File: config.mk
export PLATFORM = sky130hd
export DESIGN_NAME = fc_rx_top
export DESIGN_NICKNAME = d
export VERILOG_FILES = /design/src/verilog/fc_pkg.sv /design/src/verilog/fc_rx_align.sv /design/src/verilog/fc_prim_decode.sv /design/src/verilog/fc_link_rx.sv /design/src/verilog/fc_prim_stats.sv /design/src/verilog/fc_rx_top.sv
export SDC_FILE = /design/constraint.sdc
export NUM_CORES = 1
export LEC_CHECK = 0
export ABC_AREA = 1
export BUFFER_PORTS_ARGS = -buffer_cell sky130_fd_sc_hd__buf_2
export CELL_PAD_IN_SITES_DETAIL_PLACEMENT = 1
export CELL_PAD_IN_SITES_GLOBAL_PLACEMENT = 1
export CORE_MARGIN = 1
export CORE_UTILIZATION = 30
export CTS_BUF_LIST = sky130_fd_sc_hd__clkbuf_8 sky130_fd_sc_hd__clkbuf_16
export CTS_CLUSTER_DIAMETER = 200
export DETAILED_ROUTE_END_ITERATION = 6
export PLACE_DENSITY = 0.52
export SLEW_MARGIN = 5
export SYNTH_ARGS = -nofsm -noshare
export SYNTH_HDL_FRONTEND = slang
export SYNTH_HIERARCHICAL = 1
export SYNTH_SLANG_ARGS = --single-unit
File: constraint.sdc
create_clock -name rx_clk -period 4.2 [get_ports rx_clk]
set_clock_uncertainty 0.05 [all_clocks]
set_input_delay 0.84 -clock rx_clk [delete_from_list [all_inputs] [get_ports rx_clk]]
set_output_delay 0.84 -clock rx_clk [all_outputs]
set_load 0.02 [all_outputs]
File: src/verilog/fc_pkg.sv
package fc_pkg;

  // primitive codes, 0..9 named sets, 10 unknown, 11 plain data
  typedef enum logic [3:0] {
    PRIM_IDLE    = 4'd0,
    PRIM_R_RDY   = 4'd1,
    PRIM_SOFI3   = 4'd2,
    PRIM_SOFN3   = 4'd3,
    PRIM_EOFN    = 4'd4,
    PRIM_EOFT    = 4'd5,
    PRIM_NOS     = 4'd6,
    PRIM_OLS     = 4'd7,
    PRIM_LR      = 4'd8,
    PRIM_LRR     = 4'd9,
    PRIM_UNKNOWN = 4'd10,
    PRIM_DATA    = 4'd11    // no K char, never counted
  } prim_t;

  localparam int PRIM_COUNTED = 11;  // named sets plus unknown

  // simplified port states
  typedef enum logic [2:0] {
    STATE_OFFLINE = 3'd0,
    STATE_LR      = 3'd1,   // link reset seen
    STATE_LRR     = 3'd2,   // link reset response seen
    STATE_LF      = 3'd3,   // link failure (NOS/OLS)
    STATE_AC      = 3'd4    // active, frames pass
  } state_t;

  // transceiver word, raw LE or aligned BE
  typedef struct packed {
    logic [31:0] data;
    logic [3:0]  datak;     // one K flag per byte lane
  } fc_word_t;

  // user side frame word
  typedef struct packed {
    logic [31:0] data;
    logic        sop;       // SOF word
    logic        eop;       // EOF word
  } fc_frame_t;

  // ordered sets in transmission order, K28.5 first
  localparam logic [31:0] IDLE_WORD  = 32'hBC95_B5B5;  // D21.4 D21.5 D21.5
  localparam logic [31:0] R_RDY_WORD = 32'hBC95_4A4A;  // D21.4 D10.2 D10.2
  localparam logic [31:0] SOFI3_WORD = 32'hBCB5_5656;  // D21.5 D22.2 D22.2
  localparam logic [31:0] SOFN3_WORD = 32'hBCB5_3636;  // D21.5 D22.1 D22.1
  localparam logic [31:0] EOFN_WORD  = 32'hBC95_D5D5;  // D21.4 D21.6 D21.6
  localparam logic [31:0] EOFT_WORD  = 32'hBC95_7575;  // D21.4 D21.3 D21.3
  localparam logic [31:0] NOS_WORD   = 32'hBC55_BF45;  // D21.2 D31.5 D5.2
  localparam logic [31:0] OLS_WORD   = 32'hBC35_8A55;  // D21.1 D10.4 D21.2
  localparam logic [31:0] LR_WORD    = 32'hBC49_BF49;  // D9.2 D31.5 D9.2
  localparam logic [31:0] LRR_WORD   = 32'hBC35_BF49;  // D21.1 D31.5 D9.2

  localparam logic [31:0] ALL_ONES_READ = 32'hFFFF_FFFF;  // unmapped register

endpackage

File: src/verilog/fc_rx_align.sv
module fc_rx_align import fc_pkg::*; (
  input  logic       rx_clk,
  input  logic       rst_n,
  input  logic       raw_valid,
  input  fc_word_t   raw_word,        // LE, byte 0 first on the wire
  input  logic [3:0] pattern_detect,  // comma per byte lane
  input  logic       sync_ok,
  output logic       word_valid,
  output fc_word_t   word,            // BE, first byte in [31:24]
  output logic       aligned,
  output logic       comma_lane       // 0 lane 0, 1 lane 2
);

  logic     lane_q;     // latched comma lane
  logic     aligned_q;  // a comma seen since reset/sync loss
  fc_word_t prev_raw;   // upper half feeds lane 2 realignment
  logic     det_lane0;
  logic     det_lane2;
  logic     lane_now;   // lane applied to the current word
  logic     emit;
  fc_word_t le_word;    // realigned, still LE
  fc_word_t be_word;

  assign det_lane0 = raw_valid && (pattern_detect == 4'b0001);
  assign det_lane2 = raw_valid && (pattern_detect == 4'b0100);
  assign lane_now  = det_lane2 ? 1'b1 : (det_lane0 ? 1'b0 : lane_q);  // other patterns keep lane

  // a lane 2 comma only opens a set, its first full word comes next cycle
  assign emit = raw_valid && sync_ok && (aligned_q || det_lane0);

  always_comb begin
    if (lane_now) begin
      le_word.data  = {raw_word.data[15:0], prev_raw.data[31:16]};  // prev upper -> bytes 0..1
      le_word.datak = {raw_word.datak[1:0], prev_raw.datak[3:2]};
    end else begin
      le_word = raw_word;  // comma already in lane 0
    end
  end

  // byte reversal to transmission order, K flags follow their bytes
  always_comb begin
    for (int i = 0; i < 4; i++) begin
      be_word.data[8*i +: 8] = le_word.data[8*(3-i) +: 8];
      be_word.datak[i]       = le_word.datak[3-i];
    end
  end

  always_ff @(posedge rx_clk) begin
    if (!rst_n) begin
      lane_q     <= 1'b0;
      aligned_q  <= 1'b0;
      word_valid <= 1'b0;
    end else begin
      word_valid <= emit;
      if (!sync_ok) begin
        aligned_q <= 1'b0;  // wait for the next comma
      end else if (det_lane0 || det_lane2) begin
        aligned_q <= 1'b1;
        lane_q    <= lane_now;
      end
    end
  end

  always_ff @(posedge rx_clk) begin
    if (raw_valid) prev_raw <= raw_word;
    if (emit) word <= be_word;
  end

  assign aligned    = aligned_q;
  assign comma_lane = lane_q;

endmodule

File: src/verilog/fc_prim_decode.sv
module fc_prim_decode import fc_pkg::*; (
  input  logic     rx_clk,
  input  logic     rst_n,
  input  logic     word_valid,
  input  fc_word_t word,        // BE aligned word
  output logic     prim_valid,
  output prim_t    prim,
  output fc_word_t prim_word    // word that produced prim
);

  prim_t os_match;  // ordered set lookup, K28.5 led words only
  prim_t code;

  always_comb begin
    case (word.data)
      IDLE_WORD:  os_match = PRIM_IDLE;
      R_RDY_WORD: os_match = PRIM_R_RDY;
      SOFI3_WORD: os_match = PRIM_SOFI3;
      SOFN3_WORD: os_match = PRIM_SOFN3;
      EOFN_WORD:  os_match = PRIM_EOFN;
      EOFT_WORD:  os_match = PRIM_EOFT;
      NOS_WORD:   os_match = PRIM_NOS;
      OLS_WORD:   os_match = PRIM_OLS;
      LR_WORD:    os_match = PRIM_LR;
      LRR_WORD:   os_match = PRIM_LRR;
      default:    os_match = PRIM_UNKNOWN;  // K led but no known set
    endcase
  end

  always_comb begin
    case (word.datak)
      4'b1000: code = os_match;       // K char in first byte only
      4'b0000: code = PRIM_DATA;      // plain data word
      default: code = PRIM_UNKNOWN;   // malformed K pattern
    endcase
  end

  always_ff @(posedge rx_clk) begin
    if (!rst_n) begin
      prim_valid <= 1'b0;
    end else begin
      prim_valid <= word_valid;
    end
  end

  always_ff @(posedge rx_clk) begin
    if (word_valid) begin
      prim      <= code;
      prim_word <= word;
    end
  end

endmodule

File: src/verilog/fc_link_rx.sv
module fc_link_rx import fc_pkg::*; (
  input  logic      rx_clk,
  input  logic      rst_n,
  input  logic      sync_ok,
  input  logic      prim_valid,
  input  prim_t     prim,
  input  fc_word_t  prim_word,
  output state_t    link_state,
  output logic      frame_valid,
  output fc_frame_t frame
);

  state_t state_q;
  state_t state_next;
  logic   is_sof;
  logic   is_eof;
  logic   is_frame_word;  // SOF, data or EOF
  logic   deliver;

  // next state from the incoming primitive
  always_comb begin
    state_next = state_q;
    if (prim_valid) begin
      case (prim)
        PRIM_NOS, PRIM_OLS: state_next = STATE_LF;
        PRIM_LR:            state_next = STATE_LR;
        PRIM_LRR:           state_next = STATE_LRR;
        PRIM_IDLE, PRIM_R_RDY: begin
          if (state_q == STATE_LR || state_q == STATE_LRR) begin
            state_next = STATE_AC;  // reset handshake done
          end
        end
        default:            state_next = state_q;
      endcase
    end
  end

  assign is_sof        = (prim == PRIM_SOFI3) || (prim == PRIM_SOFN3);
  assign is_eof        = (prim == PRIM_EOFN) || (prim == PRIM_EOFT);
  assign is_frame_word = is_sof || is_eof || (prim == PRIM_DATA);

  // old state decides delivery, so the word that ends AC is still dropped
  assign deliver = prim_valid && sync_ok && (state_q == STATE_AC) && is_frame_word;

  always_ff @(posedge rx_clk) begin
    if (!rst_n) begin
      state_q     <= STATE_OFFLINE;
      frame_valid <= 1'b0;
    end else if (!sync_ok) begin
      state_q     <= STATE_OFFLINE;  // lost sync
      frame_valid <= 1'b0;
    end else begin
      state_q     <= state_next;
      frame_valid <= deliver;
    end
  end

  always_ff @(posedge rx_clk) begin
    if (deliver) begin
      frame.data <= prim_word.data;
      frame.sop  <= is_sof;
      frame.eop  <= is_eof;
    end
  end

  assign link_state = state_q;

endmodule

File: src/verilog/fc_prim_stats.sv
module fc_prim_stats import fc_pkg::*; #(
  parameter int COUNT_WIDTH = 16  // counter width, up to 32
) (
  input  logic        rx_clk,
  input  logic        rst_n,
  input  logic        prim_valid,
  input  prim_t       prim,
  input  logic        aligned,
  input  logic        comma_lane,
  input  logic        sync_ok,
  input  state_t      link_state,
  input  logic        reg_rd,
  input  logic [4:0]  reg_addr,
  output logic        reg_rvalid,
  output logic [31:0] reg_rdata
);

  logic [COUNT_WIDTH-1:0] cnt [PRIM_COUNTED];  // one per code 0..10
  logic [31:0]            status;
  logic [31:0]            rd_mux;
  logic [3:0]             cnt_idx;             // low address bits in counter window

  assign status = {25'd0, link_state, 1'b0, comma_lane, sync_ok, aligned};

  // saturating counters, PRIM_DATA falls outside the array
  always_ff @(posedge rx_clk) begin
    if (!rst_n) begin
      for (int i = 0; i < PRIM_COUNTED; i++) begin
        cnt[i] <= '0;
      end
    end else if (prim_valid) begin
      for (int i = 0; i < PRIM_COUNTED; i++) begin
        if (prim == prim_t'(i) && cnt[i] != '1) begin
          cnt[i] <= cnt[i] + 1'b1;
        end
      end
    end
  end

  assign cnt_idx = reg_addr[3:0];

  // address map: 0 status, 16+n counter n
  always_comb begin
    rd_mux = ALL_ONES_READ;
    if (reg_addr == 5'd0) begin
      rd_mux = status;
    end else if (reg_addr[4] && (int'(cnt_idx) < PRIM_COUNTED)) begin
      rd_mux                  = '0;
      rd_mux[COUNT_WIDTH-1:0] = cnt[cnt_idx];  // zero extended
    end
  end

  always_ff @(posedge rx_clk) begin
    if (!rst_n) begin
      reg_rvalid <= 1'b0;
    end else begin
      reg_rvalid <= reg_rd;
    end
  end

  always_ff @(posedge rx_clk) begin
    if (reg_rd) reg_rdata <= rd_mux;  // sees counts visible in the strobe cycle
  end

endmodule

File: src/verilog/fc_rx_top.sv
module fc_rx_top import fc_pkg::*; #(
  parameter int COUNT_WIDTH = 16
) (
  input  logic        rx_clk,
  input  logic        rst_n,
  input  logic        raw_valid,
  input  fc_word_t    raw_word,
  input  logic [3:0]  pattern_detect,
  input  logic        sync_ok,
  output logic        frame_valid,
  output fc_frame_t   frame,
  input  logic        reg_rd,
  input  logic [4:0]  reg_addr,
  output logic        reg_rvalid,
  output logic [31:0] reg_rdata
);

  logic     word_valid;  // aligner -> decoder
  fc_word_t word;
  logic     aligned;
  logic     comma_lane;
  logic     prim_valid;  // decoder -> link and stats
  prim_t    prim;
  fc_word_t prim_word;
  state_t   link_state;

  fc_rx_align u_fc_rx_align (
    .rx_clk         (rx_clk),
    .rst_n          (rst_n),
    .raw_valid      (raw_valid),
    .raw_word       (raw_word),
    .pattern_detect (pattern_detect),
    .sync_ok        (sync_ok),
    .word_valid     (word_valid),
    .word           (word),
    .aligned        (aligned),
    .comma_lane     (comma_lane)
  );

  fc_prim_decode u_fc_prim_decode (
    .rx_clk     (rx_clk),
    .rst_n      (rst_n),
    .word_valid (word_valid),
    .word       (word),
    .prim_valid (prim_valid),
    .prim       (prim),
    .prim_word  (prim_word)
  );

  fc_link_rx u_fc_link_rx (
    .rx_clk      (rx_clk),
    .rst_n       (rst_n),
    .sync_ok     (sync_ok),
    .prim_valid  (prim_valid),
    .prim        (prim),
    .prim_word   (prim_word),
    .link_state  (link_state),
    .frame_valid (frame_valid),
    .frame       (frame)
  );

  fc_prim_stats #(
    .COUNT_WIDTH (COUNT_WIDTH)
  ) u_fc_prim_stats (
    .rx_clk     (rx_clk),
    .rst_n      (rst_n),
    .prim_valid (prim_valid),
    .prim       (prim),
    .aligned    (aligned),
    .comma_lane (comma_lane),
    .sync_ok    (sync_ok),
    .link_state (link_state),
    .reg_rd     (reg_rd),
    .reg_addr   (reg_addr),
    .reg_rvalid (reg_rvalid),
    .reg_rdata  (reg_rdata)
  );

endmodule

==> impl_results.md <==
- Port bufs: 117
- Cells after Synth: 2075
- Antenna Nets Post-Route: 0
- Crit path capture type: flop
- Final WL: 55.7 mm
- Worst EP arrival: 2.79 ns
- Critical path type: flop to flop
- R2r setup slk: 1.58 ns
- Clock slew at reported path FFs: 0.06 ns
- DP HPWL: 42.0 mm
- Hold Crit Class: flop to flop
- Worst Path Required: 4.37 ns
- Worst Max-Slew Pin Slew: 0.998 ns
- Synth warnings: 6
- Worst skew pair latency: 0.58 ns
- Drt first pass iters: 4
- Startpoint Class: flop
- Top sig layer: met4
- Status: complete, no violations
- Met2 routed WL: 25.3 mm
- Chip Width: 248 um
- Slew headroom: 33.5%
- Routed len/inst: 18.7 um
- Routability Congestion: 0.813
- CTS max path bufs: 3
- Mapped Area: 0.0181 sq mm
- Max-cap violations: 0
- GRT Overall Usage: 18.5%
- CTS tree: done
- Antenna fix cells: 0
- M1 WL: 27.6 mm
- Core Rows: 89
- Final Critical Period: 2.62 ns
- Core box area: 0.0594 sq mm
- H-tree depth: 2
- Die area: 0.0614 sq mm
- Vias: 14100
- Starting Density: 30.5%
- Detailed Route Iter0 Violations: 769
- Setup violations, final: 0
- Hold_buf cts: 0
- Antenna violations before repair: 0
- Total congestion overflow: 0
- Syn avg cell area: 8.73 sq um
- Clock sink count: 326
- Leak: 0.00815 uW
- Vias in the first global route: 14500
- CTS buffer count: 42
- Area grow syn2layout: 13.8%
- Commonest non-fill, non-tap cell in the layout: nand2_1
- CP Max Fanout: 16
- Tcrit/Tclk final: 62.5%
- Syn nets: 2136
- RSZ-0062 raised after global routing: no
- Worst Slack Setup Final: 1.58 ns
- I/O pin total: 118
- Die Ht: 248 um
- Nets: 2230
- Setup TNS: 0 ns
- Met3 WL: 1.57 mm
- Largest net degree at the start of global routing: 54
- Final Max Tran Viols: 0
- Global-route wire length before repair: 86.9 mm
- Setup bufs post-CTS: 0
- Max rail drop VDD: 330 uV
- Post-Place Setup Slack: 1.23 ns
- Highest Clock Rate: 381 MHz
- Commonest cells after routing, fill and taps aside: nand2_1, nor2_1, edfxtp_1
- PwrDens: 382 mW/mm^2
- Vias/cell: 4.75
- CTS root buffer: clkbuf_16
- # DRC: 0
- Layout cell share with drive strength beyond 1: 12.3%
- Final hold violations: 0
- CTS-repair resized insts: 0
## sequential cells by signal, indices dropped and copies added, names as in the netlist
signal and count:
u_fc_prim_stats/cnt 176, u_fc_rx_align/prev_raw 18, u_fc_prim_decode/prim 4, u_fc_prim_stats/reg_rvalid 1
u_fc_rx_align/aligned 1, u_fc_prim_decode/prim_word 32, u_fc_rx_align/word 36, u_fc_link_rx/frame_valid 1
u_fc_prim_decode/prim_valid 1, u_fc_link_rx/frame 34, u_fc_rx_align/word_valid 1, u_fc_prim_stats/reg_rdata 17
u_fc_rx_align/comma_lane 1, u_fc_link_rx/link_state 3
## area by class of cell
type,instances,area [sq um]
flip-flops and latches,326,9700
multi-input cells,1420,6970
repair buffers,126,668
well taps,773,967
inverters,253,950
clock inverters,29,236
fillers,6956,38700
clock buffers,47,1130
## power by group
part           internal (uW)  leakage (uW)  switching (uW)
Combinational            149       0.00427             365
Clock                   2120      0.000702            1480
Sequential              3660       0.00318            98.3
Total                   5920       0.00815            1950
## worst max-delay path, cell delays in order, from the launching register on
cell	delay [ns]
dfxtp_1	0.77
nand2_1	0.20
nor2_1	0.56
nand2_1	0.11
nand2_1	0.55
## final timing paths
kind / start / end / depth (start not counted)
hold reg to reg: u_fc_prim_decode/prim_word[22]$_DFFE_PP_ / u_fc_link_rx/frame[20]$_DFFE_PP_ / 0
hold / removal: u_fc_prim_decode/prim_word[22]$_DFFE_PP_ / u_fc_link_rx/frame[20]$_DFFE_PP_ / 0
setup / recovery: u_fc_prim_decode/prim_valid$_SDFF_PN0_ / u_fc_prim_stats/cnt[8][12]$_SDFFCE_PN0P_ / 4
setup reg to reg: u_fc_prim_decode/prim_valid$_SDFF_PN0_ / u_fc_prim_stats/cnt[8][12]$_SDFFCE_PN0P_ / 4
## layer usage
layer	GRT usage [%]	up-vias
li1	-	6955
met1	26.5	6949
met2	29.3	163
met3	2.08	62
met4	5.03	0
met5	0	-
## per-stage QoR
step | utilization [%] | hold WS (ns) | instance area, sq um | total power, uW | cells
6_report | 34.7 | 0.362 | 20600 | 7870 | 2974
5_1_grt | 34.7 | 0.366 | 20600 | 8160 | 2974
4_1_cts | 34.7 | 0.354 | 20600 | 8010 | 2974
3_5_place_dp | 32.4 | 0.356 | 19300 | 4340 | 2898
3_3_place_gp | 32.4 | 0.352 | 19300 | 4340 | 2898
2_1_floorplan | - | 0.350 | 18100 | 4130 | 2075
Note: power is estimated with default switching activity, not from simulation.
